**config.mk**
```make
export PLATFORM = sky130hd
export DESIGN_NAME = net_tx_top
export DESIGN_NICKNAME = d
export VERILOG_FILES = /design/src/logic/net_tx_pkg.sv /design/src/logic/tx_arbiter.sv /design/src/logic/udp_header.sv /design/src/logic/ip_header.sv /design/src/logic/mac_framer.sv /design/src/logic/net_tx_top.sv
export SDC_FILE = /design/constraint.sdc
export NUM_CORES = 1
export LEC_CHECK = 0
export ABC_AREA = 1
export BUFFER_PORTS_ARGS = -buffer_cell sky130_fd_sc_hd__buf_4
export CAP_MARGIN = 15
export CORE_MARGIN = 1.5
export CORE_UTILIZATION = 60
export CTS_CLUSTER_DIAMETER = 60
export DETAILED_ROUTE_END_ITERATION = 16
export HOLD_SLACK_MARGIN = 0.1
export PLACE_DENSITY = 0.91
export RECOVER_POWER = 25
export SETUP_SLACK_MARGIN = 0.15
export SLEW_MARGIN = 5
export SYNTH_ARGS = -nofsm -noshare
export SYNTH_HDL_FRONTEND = slang
export SYNTH_SLANG_ARGS = --single-unit
```
**constraint.sdc**
```tcl
create_clock -name tx_clock -period 18.55 [get_ports tx_clock]
set_clock_uncertainty 0.15 [all_clocks]
set_input_delay 2.7825 -clock tx_clock [delete_from_list [all_inputs] [get_ports tx_clock]]
set_output_delay 2.7825 -clock tx_clock [all_outputs]
set_load 0.1 [all_outputs]
```
**src/logic/net_tx_pkg.sv**
```systemverilog
/* net tx shared definitions
   protocol enum, header sizes, address types and header constants */
package net_tx_pkg;

  // ------------------------------
  // traffic class
  // ------------------------------

  // one frame in flight, so a single bit is enough
  typedef enum logic
  {
    PROTO_ARP,
    PROTO_UDP
  } proto_e;

  // ------------------------------
  // field types
  // ------------------------------

  // ethernet station address
  typedef logic [47:0] mac_addr_t;

  // ipv4 address, network byte order
  typedef logic [31:0] ip_addr_t;

  // udp port
  typedef logic [15:0] port_t;

  // byte counts and length fields
  typedef logic [15:0] len_t;

  // ------------------------------
  // header sizes in bytes
  // ------------------------------

  // dest mac + src mac + ethertype
  localparam int MAC_HDR_LEN = 14;

  // ipv4 without options
  localparam int IP_HDR_LEN = 20;

  // ports, length, checksum
  localparam int UDP_HDR_LEN = 8;

  // arp body for ipv4 over ethernet
  localparam int ARP_BODY_LEN = 28;

  // ------------------------------
  // protocol constants
  // ------------------------------

  localparam logic [15:0] ETHERTYPE_IP = 16'h0800;
  localparam logic [15:0] ETHERTYPE_ARP = 16'h0806;

  // time to live of every sent datagram
  localparam logic [7:0] IP_TTL = 8'h80;

  // ip protocol number of udp
  localparam logic [7:0] IP_PROTO_UDP = 8'd17;

endpackage

```
**src/logic/tx_arbiter.sv**
```systemverilog
/* tx arbiter, grants ARP ahead of UDP, holds the destination fields
   and steers payload pulls between the MAC framer and the chosen source */
`timescale 1ns/1ps

module tx_arbiter
(
  input  logic                   tx_clock,
  input  logic                   rst_n,
  input  logic                   arp_request,
  input  net_tx_pkg::mac_addr_t  arp_dest_mac,
  input  logic [7:0]             arp_data,
  input  logic                   udp_request,
  input  net_tx_pkg::len_t       udp_length,
  input  net_tx_pkg::ip_addr_t   udp_dest_ip,
  input  net_tx_pkg::mac_addr_t  udp_dest_mac,
  input  net_tx_pkg::port_t      udp_dest_port,
  input  logic [7:0]             udp_data,
  input  logic                   udp_pull,
  input  logic [7:0]             ip_body_data,
  input  logic                   ip_body_last,
  input  logic                   frame_pull,
  input  logic                   frame_done,
  output logic                   arp_grant,
  output logic                   arp_advance,
  output logic                   udp_grant,
  output logic                   udp_advance,
  output logic                   frame_start,
  output logic [15:0]            frame_ethertype,
  output net_tx_pkg::mac_addr_t  frame_dest_mac,
  output logic [7:0]             frame_body_data,
  output logic                   frame_body_last,
  output net_tx_pkg::ip_addr_t   dest_ip,
  output net_tx_pkg::port_t      dest_port,
  output net_tx_pkg::len_t       payload_length,
  output logic [7:0]             payload_data,
  output logic                   ip_start,
  output logic                   ip_pull
);
  import net_tx_pkg::*;

  typedef enum logic
  {
    ARB_IDLE,
    ARB_BUSY
  } arb_state_e;

  arb_state_e state;
  proto_e     proto;
  logic [5:0] arp_cnt;
  logic       is_arp;
  logic       busy;

  assign is_arp = (proto == PROTO_ARP);
  assign busy = (state == ARB_BUSY);

  // ------------------------------
  // grant and frame ownership
  // ------------------------------
  always_ff @(posedge tx_clock)
  begin
    if (!rst_n)
    begin
      state <= ARB_IDLE;
      proto <= PROTO_ARP;
      arp_grant <= 1'b0;
      udp_grant <= 1'b0;
      arp_cnt <= '0;
    end
    else
    begin
      // grants are single cycle pulses
      arp_grant <= 1'b0;
      udp_grant <= 1'b0;
      if (state == ARB_IDLE)
      begin
        arp_cnt <= '0;
        // arp wins a tie
        if (arp_request)
        begin
          state <= ARB_BUSY;
          proto <= PROTO_ARP;
          arp_grant <= 1'b1;
        end
        else if (udp_request)
        begin
          state <= ARB_BUSY;
          proto <= PROTO_UDP;
          udp_grant <= 1'b1;
        end
      end
      else
      begin
        // arp body position, for the last flag
        if (arp_advance)
          arp_cnt <= arp_cnt + 6'd1;
        // free once the framer has sent the final byte
        if (frame_done)
          state <= ARB_IDLE;
      end
    end
  end

  // per frame fields, taken on the grant edge
  always_ff @(posedge tx_clock)
  begin
    if (state == ARB_IDLE && arp_request)
      frame_dest_mac <= arp_dest_mac;
    else if (state == ARB_IDLE && udp_request)
    begin
      frame_dest_mac <= udp_dest_mac;
      dest_ip <= udp_dest_ip;
      dest_port <= udp_dest_port;
      payload_length <= udp_length;
    end
  end

  // ------------------------------
  // stream routing
  // ------------------------------
  assign frame_start = arp_grant | udp_grant;
  assign ip_start = udp_grant;
  assign frame_ethertype = is_arp ? ETHERTYPE_ARP : ETHERTYPE_IP;

  // arp bytes go straight to the framer, udp through the ip chain
  assign frame_body_data = is_arp ? arp_data : ip_body_data;
  assign frame_body_last = is_arp ? (arp_cnt == 6'(ARP_BODY_LEN - 1)) : ip_body_last;

  // pulls only reach the owner of the current frame
  assign arp_advance = busy & is_arp & frame_pull;
  assign ip_pull = busy & ~is_arp & frame_pull;
  assign udp_advance = busy & ~is_arp & udp_pull;
  assign payload_data = udp_data;

  // no second grant until the framer reports the end of the frame
  a_grant_busy: assert property (@(posedge tx_clock) disable iff (!rst_n)
    (arp_grant || udp_grant) |=> !(arp_grant || udp_grant) until_with frame_done);

endmodule

```
**src/logic/udp_header.sv**
```systemverilog
/* UDP header stage, emits the 8 byte header with a zero checksum
   and then passes the payload bytes pulled from the source */
`timescale 1ns/1ps

module udp_header
#(
  parameter net_tx_pkg::port_t LOCAL_PORT = 16'd1024
)
(
  input  logic               tx_clock,
  input  logic               rst_n,
  input  logic               start,
  input  net_tx_pkg::len_t   payload_length,
  input  net_tx_pkg::port_t  dest_port,
  input  logic [7:0]         payload_data,
  input  logic               pull,
  output logic [7:0]         seg_data,
  output logic               seg_last,
  output net_tx_pkg::len_t   seg_length,
  output logic               payload_advance
);
  import net_tx_pkg::*;

  typedef enum logic [1:0]
  {
    UDP_IDLE,
    UDP_HDR,
    UDP_PAYLOAD
  } udp_state_e;

  udp_state_e  state;
  len_t        idx;
  logic [63:0] hdr;
  logic        in_payload;

  // segment length covers header and payload
  assign seg_length = payload_length + 16'(UDP_HDR_LEN);

  // src port, dst port, length, checksum left at zero
  assign hdr = {LOCAL_PORT, dest_port, seg_length, 16'h0000};

  assign in_payload = (state == UDP_PAYLOAD);
  assign seg_data = in_payload ? payload_data : hdr[8*(7 - idx[2:0]) +: 8];
  assign seg_last = in_payload && (idx == payload_length - 16'd1);

  // payload moves in step with the ip stage
  assign payload_advance = in_payload & pull;

  always_ff @(posedge tx_clock)
  begin
    if (!rst_n)
    begin
      state <= UDP_IDLE;
      idx <= '0;
    end
    else if (start)
    begin
      state <= UDP_HDR;
      idx <= '0;
    end
    else if (pull)
    begin
      // header done, count restarts for the payload
      if (state == UDP_HDR && idx == 16'(UDP_HDR_LEN - 1))
      begin
        state <= UDP_PAYLOAD;
        idx <= '0;
      end
      else if (seg_last)
        state <= UDP_IDLE;
      else
        idx <= idx + 16'd1;
    end
  end

  // ip stage stops pulling once the segment has ended
  a_no_pull_idle: assert property (@(posedge tx_clock) disable iff (!rst_n)
    (state == UDP_IDLE) |-> !pull);

endmodule

```
**src/logic/ip_header.sv**
```systemverilog
/* IPv4 header stage, emits the 20 byte header with identification
   and header checksum, then passes the UDP segment through */
`timescale 1ns/1ps

module ip_header
#(
  parameter net_tx_pkg::ip_addr_t LOCAL_IP = 32'hc0a8_010a
)
(
  input  logic                  tx_clock,
  input  logic                  rst_n,
  input  logic                  start,
  input  net_tx_pkg::len_t      seg_length,
  input  net_tx_pkg::ip_addr_t  dest_ip,
  input  logic [7:0]            seg_data,
  input  logic                  seg_last,
  input  logic                  pull,
  output logic [7:0]            body_data,
  output logic                  body_last,
  output logic                  seg_pull
);
  import net_tx_pkg::*;

  typedef enum logic [1:0]
  {
    IP_IDLE,
    IP_HDR,
    IP_SEG
  } ip_state_e;

  ip_state_e    state;
  logic [4:0]   idx;
  logic [15:0]  ip_id;
  logic [15:0]  hdr_csum;
  len_t         total_len;
  logic [159:0] hdr;
  logic [31:0]  csum_acc;
  logic [16:0]  csum_fold;
  logic [15:0]  csum_next;
  logic         in_seg;

  assign total_len = seg_length + 16'(IP_HDR_LEN);

  // ------------------------------
  // header checksum
  // ------------------------------
  always_comb
  begin
    // checksum word itself counts as zero
    csum_acc = 32'(16'h4500) + 32'(total_len) + 32'(ip_id)
             + 32'({IP_TTL, IP_PROTO_UDP})
             + 32'(LOCAL_IP[31:16]) + 32'(LOCAL_IP[15:0])
             + 32'(dest_ip[31:16]) + 32'(dest_ip[15:0]);
    // end around carry, twice covers every possible sum
    csum_fold = {1'b0, csum_acc[15:0]} + {1'b0, csum_acc[31:16]};
    csum_next = ~(csum_fold[15:0] + {15'd0, csum_fold[16]});
  end

  // fields are stable from the start pulse on
  always_ff @(posedge tx_clock)
  begin
    if (start)
      hdr_csum <= csum_next;
  end

  // ------------------------------
  // byte stream
  // ------------------------------

  // version/ihl, tos, length, id, flags/offset, ttl, proto, csum, src, dst
  assign hdr = {8'h45, 8'h00, total_len, ip_id, 16'h0000, IP_TTL, IP_PROTO_UDP,
                hdr_csum, LOCAL_IP, dest_ip};

  assign in_seg = (state == IP_SEG);
  assign body_data = in_seg ? seg_data : hdr[8*(19 - idx) +: 8];
  assign body_last = in_seg & seg_last;

  // segment bytes move one for one with the framer
  assign seg_pull = in_seg & pull;

  always_ff @(posedge tx_clock)
  begin
    if (!rst_n)
    begin
      state <= IP_IDLE;
      idx <= '0;
      ip_id <= '0;
    end
    else if (start)
    begin
      state <= IP_HDR;
      idx <= '0;
    end
    else if (pull)
    begin
      if (state == IP_HDR)
      begin
        if (idx == 5'(IP_HDR_LEN - 1))
          state <= IP_SEG;
        else
          idx <= idx + 5'd1;
      end
      else if (body_last)
      begin
        // next datagram gets the next identification
        state <= IP_IDLE;
        ip_id <= ip_id + 16'd1;
      end
    end
  end

endmodule

```
**src/logic/mac_framer.sv**
```systemverilog
/* MAC framer, emits destination, source and ethertype ahead of the body,
   one byte per cycle when the credit counter allows */
`timescale 1ns/1ps

module mac_framer
#(
  parameter net_tx_pkg::mac_addr_t LOCAL_MAC = 48'h02_00_00_00_00_01,
  parameter int CREDIT_MAX = 8
)
(
  input  logic                   tx_clock,
  input  logic                   rst_n,
  input  logic                   start,
  input  net_tx_pkg::mac_addr_t  dest_mac,
  input  logic [15:0]            ethertype,
  input  logic [7:0]             body_data,
  input  logic                   body_last,
  input  logic                   credit_return,
  output logic                   body_pull,
  output logic [7:0]             frame_data,
  output logic                   frame_valid,
  output logic                   frame_last,
  output logic                   done
);
  import net_tx_pkg::*;

  localparam int CW = $clog2(CREDIT_MAX + 1);

  typedef enum logic [1:0]
  {
    MAC_IDLE,
    MAC_HDR,
    MAC_BODY
  } mac_state_e;

  mac_state_e   state;
  logic [3:0]   idx;
  logic [111:0] hdr;
  logic [CW-1:0] credit;
  logic         send;

  // ------------------------------
  // credit counter
  // ------------------------------

  // a byte goes out only if the cycle starts with credit
  assign send = (state != MAC_IDLE) && (credit != '0);

  always_ff @(posedge tx_clock)
  begin
    if (!rst_n)
      credit <= CW'(CREDIT_MAX);
    else if (send && !credit_return)
      credit <= credit - CW'(1);
    else if (!send && credit_return)
      credit <= credit + CW'(1);
  end

  // ------------------------------
  // byte stream
  // ------------------------------
  assign hdr = {dest_mac, LOCAL_MAC, ethertype};

  assign frame_valid = send;
  assign frame_data = (state == MAC_BODY) ? body_data : hdr[8*(13 - idx) +: 8];

  // body advances only when its byte is actually sent
  assign body_pull = send && (state == MAC_BODY);
  assign frame_last = body_pull & body_last;
  assign done = frame_last;

  always_ff @(posedge tx_clock)
  begin
    if (!rst_n)
    begin
      state <= MAC_IDLE;
      idx <= '0;
    end
    else if (start)
    begin
      state <= MAC_HDR;
      idx <= '0;
    end
    else if (send)
    begin
      if (state == MAC_HDR)
      begin
        if (idx == 4'(MAC_HDR_LEN - 1))
          state <= MAC_BODY;
        else
          idx <= idx + 4'd1;
      end
      else if (body_last)
        state <= MAC_IDLE;
    end
  end

  // receiver returns no more than it took, so the count stays in range
  a_credit_range: assert property (@(posedge tx_clock) disable iff (!rst_n)
    credit <= CW'(CREDIT_MAX));

endmodule

```
**src/logic/net_tx_top.sv**
```systemverilog
/* network transmit path, arbitration and UDP/IPv4/MAC framing
   into a byte stream under credit flow control */
`timescale 1ns/1ps

module net_tx_top
#(
  parameter net_tx_pkg::mac_addr_t LOCAL_MAC = 48'h02_00_00_00_00_01,
  parameter net_tx_pkg::ip_addr_t  LOCAL_IP = 32'hc0a8_010a,
  parameter net_tx_pkg::port_t     LOCAL_PORT = 16'd1024,
  parameter int CREDIT_MAX = 8
)
(
  input  logic                   tx_clock,
  input  logic                   rst_n,
  input  logic                   arp_request,
  input  net_tx_pkg::mac_addr_t  arp_dest_mac,
  input  logic [7:0]             arp_data,
  output logic                   arp_grant,
  output logic                   arp_advance,
  input  logic                   udp_request,
  input  net_tx_pkg::len_t       udp_length,
  input  net_tx_pkg::ip_addr_t   udp_dest_ip,
  input  net_tx_pkg::mac_addr_t  udp_dest_mac,
  input  net_tx_pkg::port_t      udp_dest_port,
  input  logic [7:0]             udp_data,
  output logic                   udp_grant,
  output logic                   udp_advance,
  input  logic                   credit_return,
  output logic [7:0]             frame_data,
  output logic                   frame_valid,
  output logic                   frame_last
);
  import net_tx_pkg::*;

  // ------------------------------
  // arbiter to stages
  // ------------------------------
  logic        frame_start;
  logic        frame_pull;
  logic        frame_done;
  logic [15:0] frame_ethertype;
  mac_addr_t   frame_dest_mac;
  logic [7:0]  frame_body_data;
  logic        frame_body_last;
  ip_addr_t    dest_ip;
  port_t       dest_port;
  len_t        payload_length;
  logic [7:0]  payload_data;
  logic        payload_pull;
  logic        ip_start;
  logic        ip_pull;

  // ------------------------------
  // udp to ip, ip to arbiter
  // ------------------------------
  logic [7:0]  seg_data;
  logic        seg_last;
  len_t        seg_length;
  logic        seg_pull;
  logic [7:0]  ip_body_data;
  logic        ip_body_last;

  tx_arbiter u_arbiter
  (
    .tx_clock(tx_clock), .rst_n(rst_n),
    .arp_request(arp_request), .arp_dest_mac(arp_dest_mac), .arp_data(arp_data),
    .udp_request(udp_request), .udp_length(udp_length), .udp_dest_ip(udp_dest_ip),
    .udp_dest_mac(udp_dest_mac), .udp_dest_port(udp_dest_port), .udp_data(udp_data),
    .udp_pull(payload_pull), .ip_body_data(ip_body_data), .ip_body_last(ip_body_last),
    .frame_pull(frame_pull), .frame_done(frame_done),
    .arp_grant(arp_grant), .arp_advance(arp_advance),
    .udp_grant(udp_grant), .udp_advance(udp_advance),
    .frame_start(frame_start), .frame_ethertype(frame_ethertype),
    .frame_dest_mac(frame_dest_mac), .frame_body_data(frame_body_data),
    .frame_body_last(frame_body_last), .dest_ip(dest_ip), .dest_port(dest_port),
    .payload_length(payload_length), .payload_data(payload_data),
    .ip_start(ip_start), .ip_pull(ip_pull)
  );

  // udp and ip headers both start on the udp grant
  udp_header #(.LOCAL_PORT(LOCAL_PORT)) u_udp
  (
    .tx_clock(tx_clock), .rst_n(rst_n), .start(ip_start),
    .payload_length(payload_length), .dest_port(dest_port),
    .payload_data(payload_data), .pull(seg_pull),
    .seg_data(seg_data), .seg_last(seg_last), .seg_length(seg_length),
    .payload_advance(payload_pull)
  );

  ip_header #(.LOCAL_IP(LOCAL_IP)) u_ip
  (
    .tx_clock(tx_clock), .rst_n(rst_n), .start(ip_start),
    .seg_length(seg_length), .dest_ip(dest_ip),
    .seg_data(seg_data), .seg_last(seg_last), .pull(ip_pull),
    .body_data(ip_body_data), .body_last(ip_body_last), .seg_pull(seg_pull)
  );

  mac_framer #(.LOCAL_MAC(LOCAL_MAC), .CREDIT_MAX(CREDIT_MAX)) u_mac
  (
    .tx_clock(tx_clock), .rst_n(rst_n), .start(frame_start),
    .dest_mac(frame_dest_mac), .ethertype(frame_ethertype),
    .body_data(frame_body_data), .body_last(frame_body_last),
    .credit_return(credit_return), .body_pull(frame_pull),
    .frame_data(frame_data), .frame_valid(frame_valid),
    .frame_last(frame_last), .done(frame_done)
  );

endmodule

```
# == Word level (Yosys, flattened, before mapping) ==
# Index checks and enable logic that the tools add are counted.
# word_totals
ff_bits,189
input_bits,181
output_inout_bits,14
# classes
add_sub_neg,22
eq_ne,16
shifts,3
n_mux,33
bitwise,19
reduce_logical,41
# ops
operator,count
variable part select 160 x 33 -> 8 bit,1
variable part select 112 x 33 -> 8 bit,1
adder 32 x 16 -> 32 bit,3
2-to-1 mux 48 bit,2
"adder 32 x 16 -> 32 bit, second input constant",2
variable part select 64 x 33 -> 8 bit,1
"adder 16 x 1 -> 16 bit, second input constant",2
"adder 32 x 9 -> 32 bit, second input constant",1
2-to-1 mux 16 bit,2
2-to-1 mux 8 bit,4
nonzero test 2 bit,10
AND reduction 3 bit,6
"adder 15 x 16 -> 17 bit, first input constant",1
adder 16 x 16 -> 17 bit,1
adder 16 x 1 -> 16 bit,1
"adder 16 x 4 -> 16 bit, second input constant",1
"adder 16 x 5 -> 16 bit, second input constant",1
== test 16 bit,1
"== test 16 x 3 -> 1 bit, second input constant",1
2-to-1 mux 2 bit,8
inverter 16 bit,1
"subtractor 16 x 1 -> 16 bit, second input constant",1
2-to-1 mux 1 bit,14
AND reduction 2 bit,6
26 further kinds,62

# == Depth between registers and ports, before layout ==
# Gate-level depths: netlist (run 1).
# logic_depth
word_depth,12
depth_mapped,53

# == Cells and area by module ==
# A second synthesis (run 1) with hierarchy kept.
# hier_totals
cells_unflattened,1966
area_unflattened_um2,14500.2
# by_module_without_submodules
mod,instances,cells_per_inst,area_each_um2,seq_area_each_um2
ip_header,1,839,5647.9,940.9
tx_arbiter,1,393,4757.1,3563.4
udp_header,1,457,2643.8,360.3
mac_framer,1,277,1451.4,200.2

# == Worst setup path after synthesis (run 1) ==
# No wires, ideal clock.
# synth_path
path_kind,register to register
startpoint,register u_arbiter.payload_length[3]
endpoint,"register u_ip.hdr_csum[14], data pin"
setup_ns,0.249
arrival_ns,7.058
setup_slack_ns,11.093
stages_incl_launch_ff,51
period_less_slack_ns,7.457
path_cell_list,edfxtp_1 > inv_1 > ha_1 > a21oi_1 > nor2_1 > nand2_1 > nor2_1 > inv_1 > o21ai_1 > nand2_1 > inv_1 > ha_1 > inv_1 > xor2_1 > fa_1 > inv_1 > fa_1 > ha_1 > [... 15 more ...] > nand3_1 > nand3_2 > nor2_4 > nand4_1 > nor2_1 > ha_1 > ha_1 > nand4_1 > nor2_1 > nand3_1 > nor2_1 > nand2_1 > nor2_2 > nand3_2 > nor2_2 > nand3_1 > nand2_1 > inv_1
# synth_via
elab_chain_cells,12
# synth_lines
element,line,source
from (decl),tx_arbiter.sv:34,"output net_tx_pkg::len_t payload_length,"
from (signal assigned),tx_arbiter.sv:113,payload_length <= udp_length;
adder 16 x 4 -> 16 bit,udp_header.sv:37,assign seg_length = payload_length + 16'(UDP_HDR_LEN);
adder 16 x 5 -> 16 bit,ip_header.sv:42,assign total_len = seg_length + 16'(IP_HDR_LEN);
adder 15 x 16 -> 17 bit,ip_header.sv:50,csum_acc = 32'(16'h4500) + 32'(total_len) + 32'(ip_id)
adder 32 x 16 -> 32 bit,ip_header.sv:50,
adder 32 x 16 -> 32 bit,ip_header.sv:51,"+ 32'({IP_TTL, IP_PROTO_UDP})"
adder 32 x 16 -> 32 bit,ip_header.sv:52,+ 32'(LOCAL_IP[31:16]) + 32'(LOCAL_IP[15:0])
adder 32 x 9 -> 32 bit,ip_header.sv:52,
adder 32 x 16 -> 32 bit (2 in a row),ip_header.sv:53,+ 32'(dest_ip[31:16]) + 32'(dest_ip[15:0]);
adder 16 x 16 -> 17 bit,ip_header.sv:55,"csum_fold = {1'b0, csum_acc[15:0]} + {1'b0, csum_acc[31:16]};"
adder 16 x 1 -> 16 bit,ip_header.sv:56,"csum_next = ~(csum_fold[15:0] + {15'd0, csum_fold[16]});"
inverter 16 bit,ip_header.sv:56,
net u_ip.csum_next[14],ip_header.sv:39,logic [15:0] csum_next;
to (signal assigned),ip_header.sv:63,hdr_csum <= csum_next;
to (decl),ip_header.sv:34,logic [15:0] hdr_csum;
# The timed path passes the listed nets, and every way through them passes these cells.
# A chain may end at the register's enable or synchronous reset.

# == Final worst setup path (run 1) ==
# Same ends and word-level chain as after synthesis.

==> results.sh, run 1 <==
export IMPL_ctsResizeCount=0
export IMPL_yosysSeqAreaShare=0.352
export IMPL_ys_warnings_count=0
export IMPL_grt_use_total=0.353
export IMPL_port_buffers=194
export IMPL_holdBufCountCts=0
export IMPL_finalWirelength_um=43700
export IMPL_dr_pass1_iters=6
export IMPL_finalNonFillerCells=2432
export IMPL_dp_slack_ns=10.21
export IMPL_period_share=0.460
export IMPL_via_count=14200
export IMPL_clkSlewWorstSetupHoldPaths_ns=0.08
export IMPL_critPathLaunchType="flip-flop"
export IMPL_core_area_um2=23500
export IMPL_cts_tree="yes"
export IMPL_synth_area_leader_cell="edfxtp_1"
export IMPL_fin_tns_setup_ns=0
export IMPL_place_hpwl_um=34100
export IMPL_numPlacedInstances=2399
export IMPL_relSlewSlack=0.172
export IMPL_ios=195
export IMPL_cts_max_level=4
export IMPL_max_stage_delay_ns=0.54
export IMPL_viasPerCell=5.85
export IMPL_gp_congestion=1.01
export IMPL_path_delay_family="simple AND/OR/NAND/NOR gates"
export IMPL_grt_max_degree=65
export IMPL_critPathSlowestCell="fa_1"
export IMPL_p_per_area_nw_per_um2=84.4
export IMPL_dieArea_um2=24900
export IMPL_numCtsBuffers=17
export IMPL_diodes=0
export IMPL_avgRoutedWirePerCell_um=18.0
export IMPL_synth_most_common_cell="nand2_1"
export IMPL_startpoint="u_arbiter.payload_length[3]$_DFFE_PP_"
export IMPL_drc_errors=0
export IMPL_cts_buffer_depth=2
export IMPL_post_cts_buffers=0
export IMPL_die_x_um=158
export IMPL_antenna_left=0
export IMPL_regArea_um2=5060
export IMPL_antenna_found_initial=0
export IMPL_worst_hold_path_type="flip-flop to flip-flop"
export IMPL_multiInputGateArea_um2=8080
export IMPL_path_buf_inv=7
export IMPL_slew_viol_final=0
export IMPL_critical_path_required_ns=18.62
export IMPL_finalSetupViolCount=0
export IMPL_synthCells=1932
export IMPL_clockRootBuffer="clkbuf_16"
export IMPL_arrival_ns=8.60
export IMPL_crit_type="flip-flop to flip-flop"
export IMPL_status="complete, no violations"
export IMPL_final_hold_violation_count=0
export IMPL_clkLatencyLatePin_ns=0.46
export IMPL_drtIter0Drc=1601
export IMPL_synthArstFlopShare=0
export IMPL_netlist_area_um2=14400
export IMPL_core_rowCount=56
export IMPL_synth_cell_type_count=61
export IMPL_synth_flop_cell="edfxtp_1"
export IMPL_leakage_nw=7.73
export IMPL_r2r_slack_ns=10.02
export IMPL_clock_sinks=189
export IMPL_synth_area_leaders="edfxtp_1, nand2_1, dfxtp_1"
export IMPL_ir_drop_v=0.0000750
export IMPL_start_util=0.613
export IMPL_worst_pin_slew_ns=1.24
export IMPL_grt_pass1_vias=13500
export IMPL_syn_area_per_cell_um2=7.45
export IMPL_ys_ff_latch=189
export IMPL_drv_cap=0
export IMPL_final_layout_size_suffix_gt1_frac=0.152
export IMPL_synth_edf_count=128
export IMPL_cp_max_fo=6
export IMPL_layout_setup_ws_ns=10.02
export IMPL_hp_start="u_arbiter.arp_cnt[5]$_SDFFE_PN0P_"
export IMPL_rsz0062_at_grt="false"
export IMPL_fin_nets=2380
export IMPL_area_growth_pct=16.1
export IMPL_fmax_mhz=117
export IMPL_overflow=0
export IMPL_die_h_um=158
export IMPL_reg2reg_from="u_arbiter.payload_length[3]$_DFFE_PP_"
export IMPL_yosysTopAreaCellShare=0.267
export IMPL_min_period_ns=8.53
export IMPL_synth_top_cells_by_count="nand2_1, inv_1, nor2_1"
export IMPL_crit_path_end_kind="flip-flop"
export IMPL_grt_pass1_wl_um=67900
export IMPL_nFillCells=1823
export IMPL_syn_num_nets=2212
export IMPL_hold_ws_ns=0.315
==> metrics by stage <==
stage | power [mW] | util | instance area, µm²
3_3_place_gp | 0.988 | 0.684 | 16100
2_1_floorplan | 0.861 | - | 14400
4_1_cts | 1.40 | 0.712 | 16700
5_1_grt | 1.48 | 0.712 | 16700
3_5_place_dp | 1.01 | 0.684 | 16100
6_report | 1.41 | 0.712 | 16700
==> area by class of cell <==
class | count | share of cell area
flip-flops and latches | 189 | 0.303
inverters | 273 | 0.0613
multi-input cells | 1420 | 0.484
well taps | 319 | 0.0239
repair buffers | 199 | 0.0893
clock buffers | 17 | 0.0255
clock inverters | 15 | 0.0133
==> logic make-up (layout without fill, tap and decap cells) <==
group	count (synthesis)	count (layout)	synth area share
and+or+nand+nor	1004	1004	0.310
buffers and inverters	323	504	0.0870
AOI/OAI and AO/OA	250	250	0.104
DFF	189	189	0.352
adders and majority gates	99	99	0.103
xor gates and xnor gates	66	66	0.0433
muxes	1	1	0.000696
==> final timing paths <==
check                                 endpoint  cells after the start
min reg2reg  u_arbiter.arp_cnt[5]$_SDFFE_PN0P_                      1
max                u_ip.hdr_csum[14]$_DFFE_PP_                     50
max reg2reg        u_ip.hdr_csum[14]$_DFFE_PP_                     50
min          u_arbiter.arp_cnt[5]$_SDFFE_PN0P_                      1
==> cell usage in the layout (no fill, tap or decap), types with 33 or more instances in the layout <==
cell type  netlist  final
edfxtp_1       128    128
o21ai_0         66     66
nor2_1         139    138
fa_1            33     33
ha_1            66     66
dfxtp_1         61     61
nand2_1        593    592
a21oi_1        101    101
buf_4            1    132
clkbuf_4         0     62
xor2_1          46     46
inv_1          254    254
nand3_1         93     93
nor3_1          36     36
nand4_1         55     55
==> registers in the layout, summed over array words and instances, names as in the netlist, 2 cells and up <==
signal                    flops
u_arbiter.arp_cnt             6
u_arbiter.dest_ip            32
u_arbiter.dest_port          16
u_arbiter.frame_dest_mac     48
u_arbiter.payload_length     16
u_ip.hdr_csum                16
u_ip.idx                      5
u_ip.ip_id                   16
u_ip.state                    2
u_mac.credit                  4
u_mac.idx                     4
u_mac.state                   2
u_udp.idx                    16
u_udp.state                   2
==> power by group <==
group	switching, mW	total, mW	internal, mW
Combinational	0.341	0.512	0.171
Clock	0.206	0.398	0.192
Sequential	0.0130	0.501	0.488
Total	0.560	1.41	0.851
==> per-layer routing <==
metal | up-vias | track usage | wire length [µm]
met5 | - | 0 | 0
met4 | 0 | 0.190 | 2430
met3 | 188 | 0.0616 | 3570
met2 | 769 | 0.589 | 20900
met1 | 6598 | 0.436 | 16800
li1 | 6673 | - | -
(Power assumes the default switching activity.)
==> inputs of run 2 (changes only) <==
- CORE_UTILIZATION: 60 -> 59
- PLACE_DENSITY: 0.91 -> 0.89
- clock period: 18.55 -> 8.7 ns (I/O delays scaled with it)
==> run 2 against run 1 <==
Net effect: first-iteration DRC count is 14% lower; via count is 0.63% lower; final cell count is 0.33% higher; critical path depth is 1 higher; cell area is 1.3% higher; combinational power is 120% higher; die area is 1.7% higher; worst hold slack better by 0.0013 ns; clock-buffer cell count stayed put; setup slack worse by 9.4 ns; non-clock buffer count is 8 higher.
==> results.sh, run 2 (synthesized netlist as in run 1, its figures left out) <==
export IMPL_status="complete, no violations"
export IMPL_p_per_area_nw_per_um2=180
export IMPL_cts_buffer_depth=2
export IMPL_critPathLaunchType="flip-flop"
export IMPL_cts_tree="yes"
export IMPL_critPathMostFrequentCell="nand2_1"
export IMPL_crit_type="flip-flop to flip-flop"
export IMPL_via_count=14100
export IMPL_intPower_mw=1.83
export IMPL_finalSetupViolCount=0
export IMPL_crit_path_end_kind="flip-flop"
export IMPL_grt_use_total=0.347
export IMPL_clkSlewWorstSetupHoldPaths_ns=0.09
export IMPL_die_h_um=159
export IMPL_relSlewSlack=0.233
export IMPL_path_delay_family="simple AND/OR/NAND/NOR gates"
export IMPL_drtIter0Drc=1379
export IMPL_dp_slack_ns=0.296
export IMPL_grt_pass1_wl_um=69300
export IMPL_clkPwrFrac=0.271
export IMPL_grt_max_degree=65
export IMPL_diodes=0
export IMPL_rsz0062_at_grt="false"
export IMPL_cp_max_fo=6
export IMPL_start_util=0.608
export IMPL_combinationalPowerShare=0.378
export IMPL_leakage_nw=7.78
export IMPL_final_hold_violation_count=0
export IMPL_max_stage_delay_ns=0.52
export IMPL_critPathSlowestCell="fa_1"
export IMPL_arrival_ns=8.16
export IMPL_clockRootBuffer="clkbuf_16"
export IMPL_holdBufCountCts=0
export IMPL_clkLatencyLatePin_ns=0.45
export IMPL_dieArea_um2=25300
export IMPL_ir_drop_v=0.000197
export IMPL_period_share=0.931
export IMPL_worst_hold_path_type="flip-flop to flip-flop"
export IMPL_clock_sinks=189
export IMPL_min_period_ns=8.10
export IMPL_antenna_found_initial=0
export IMPL_fmax_mhz=123
export IMPL_drc_errors=0
export IMPL_path_buf_inv=7
export IMPL_grt_pass1_vias=13400
export IMPL_netSwitchingFraction=0.398
export IMPL_avgRoutedWirePerCell_um=18.4
export IMPL_regMostFlops="u_arbiter.frame_dest_mac"
export IMPL_core_area_um2=23700
export IMPL_final_common_cell="nand2_1"
export IMPL_final_cell_mix="nand2_1, inv_1, buf_4, nor2_1, edfxtp_1"
export IMPL_port_buffers=194
export IMPL_finalWirelength_um=44900
export IMPL_drv_cap=0
export IMPL_gp_congestion=1.01
export IMPL_r2r_slack_ns=0.60
export IMPL_layout_setup_ws_ns=0.598
export IMPL_largestRegisters="u_arbiter.frame_dest_mac (48), u_arbiter.dest_ip (32)"
export IMPL_slew_viol_final=0
export IMPL_cts_max_level=4
export IMPL_ios=195
export IMPL_overflow=0
export IMPL_numCtsBuffers=17
export IMPL_fin_nets=2388
export IMPL_power_net_switching_mw=1.21
export IMPL_core_rowCount=56
export IMPL_dr_pass1_iters=7
export IMPL_die_x_um=159
export IMPL_largest_register_ffs=48
export IMPL_worst_pin_slew_ns=1.15
export IMPL_antenna_left=0
export IMPL_place_hpwl_um=34600
export IMPL_critical_path_required_ns=8.76
export IMPL_area_growth_pct=17.6
export IMPL_seq_power_share=0.352
export IMPL_viasPerCell=5.79
export IMPL_fin_tns_setup_ns=0
export IMPL_final_layout_size_suffix_gt1_frac=0.172
==> run 2: cell count changes in the layout (fill, tap and decap cells not counted), moves of 7 or more <==
cell / previous run / this run
ha_1: 66 / 58
buf_4: 132 / 140
nor2_1: 138 / 131
nor2_2: 22 / 29
==> run 2: per-layer routing <==
metal  up-vias  global-route usage  wire [µm]
li1       6694                   -          -
met1      6507               0.428      17000
met2       773               0.582      21600
met3       165              0.0690       3930
met4         0               0.171       2330
met5         -                   0          0
==> run 2: layout make-up <==
type / instances / area, µm²
flip-flops and latches: 189 / 5060
clock buffers: 17 / 425
well taps: 319 / 399
inverters: 273 / 1020
repair buffers: 207 / 1550
fillers: 1944 / 6760
clock inverters: 15 / 205
multi-input cells: 1420 / 8250
==> run 2: final timing paths <==
path	start	endpoint	depth (start not counted)
hold reg to reg	u_arbiter.arp_cnt[5]$_SDFFE_PN0P_	u_arbiter.arp_cnt[5]$_SDFFE_PN0P_	1
hold / removal	u_arbiter.arp_cnt[5]$_SDFFE_PN0P_	u_arbiter.arp_cnt[5]$_SDFFE_PN0P_	1
setup reg to reg	u_arbiter.payload_length[3]$_DFFE_PP_	u_ip.hdr_csum[13]$_DFFE_PP_	51
setup / recovery	u_arbiter.payload_length[3]$_DFFE_PP_	u_ip.hdr_csum[13]$_DFFE_PP_	51
==> run 2: power by group through the flow <==
stage | clock network, mW | registers [mW] | logic, mW
global placement | 0 | 1.09 | 1.03
global route | 0.862 | 1.07 | 1.26
floorplan | 0 | 1.08 | 0.754
CTS | 0.827 | 1.07 | 1.08
detailed placement | 0 | 1.09 | 1.07
finish | 0.824 | 1.07 | 1.15
==> run 2: what timing repair did <==
action                                  CTS  global route
gates resized for setup                   0            39
setup buffers                             0             7
endpoints found under the setup margin    0             9
==> run 2: metrics by stage <==
step / cells / total power, mW / instance area [µm²] / util / hold WS, ns
2_1_floorplan: 1932 / 1.84 / 14400 / - / 0.273
3_5_place_dp: 2400 / 2.16 / 16100 / 0.678 / 0.299
5_1_grt: 2440 / 3.20 / 16900 / 0.715 / 0.341
3_3_place_gp: 2400 / 2.11 / 16100 / 0.678 / 0.292
6_report: 2440 / 3.04 / 16900 / 0.715 / 0.316
4_1_cts: 2432 / 2.97 / 16700 / 0.705 / 0.318
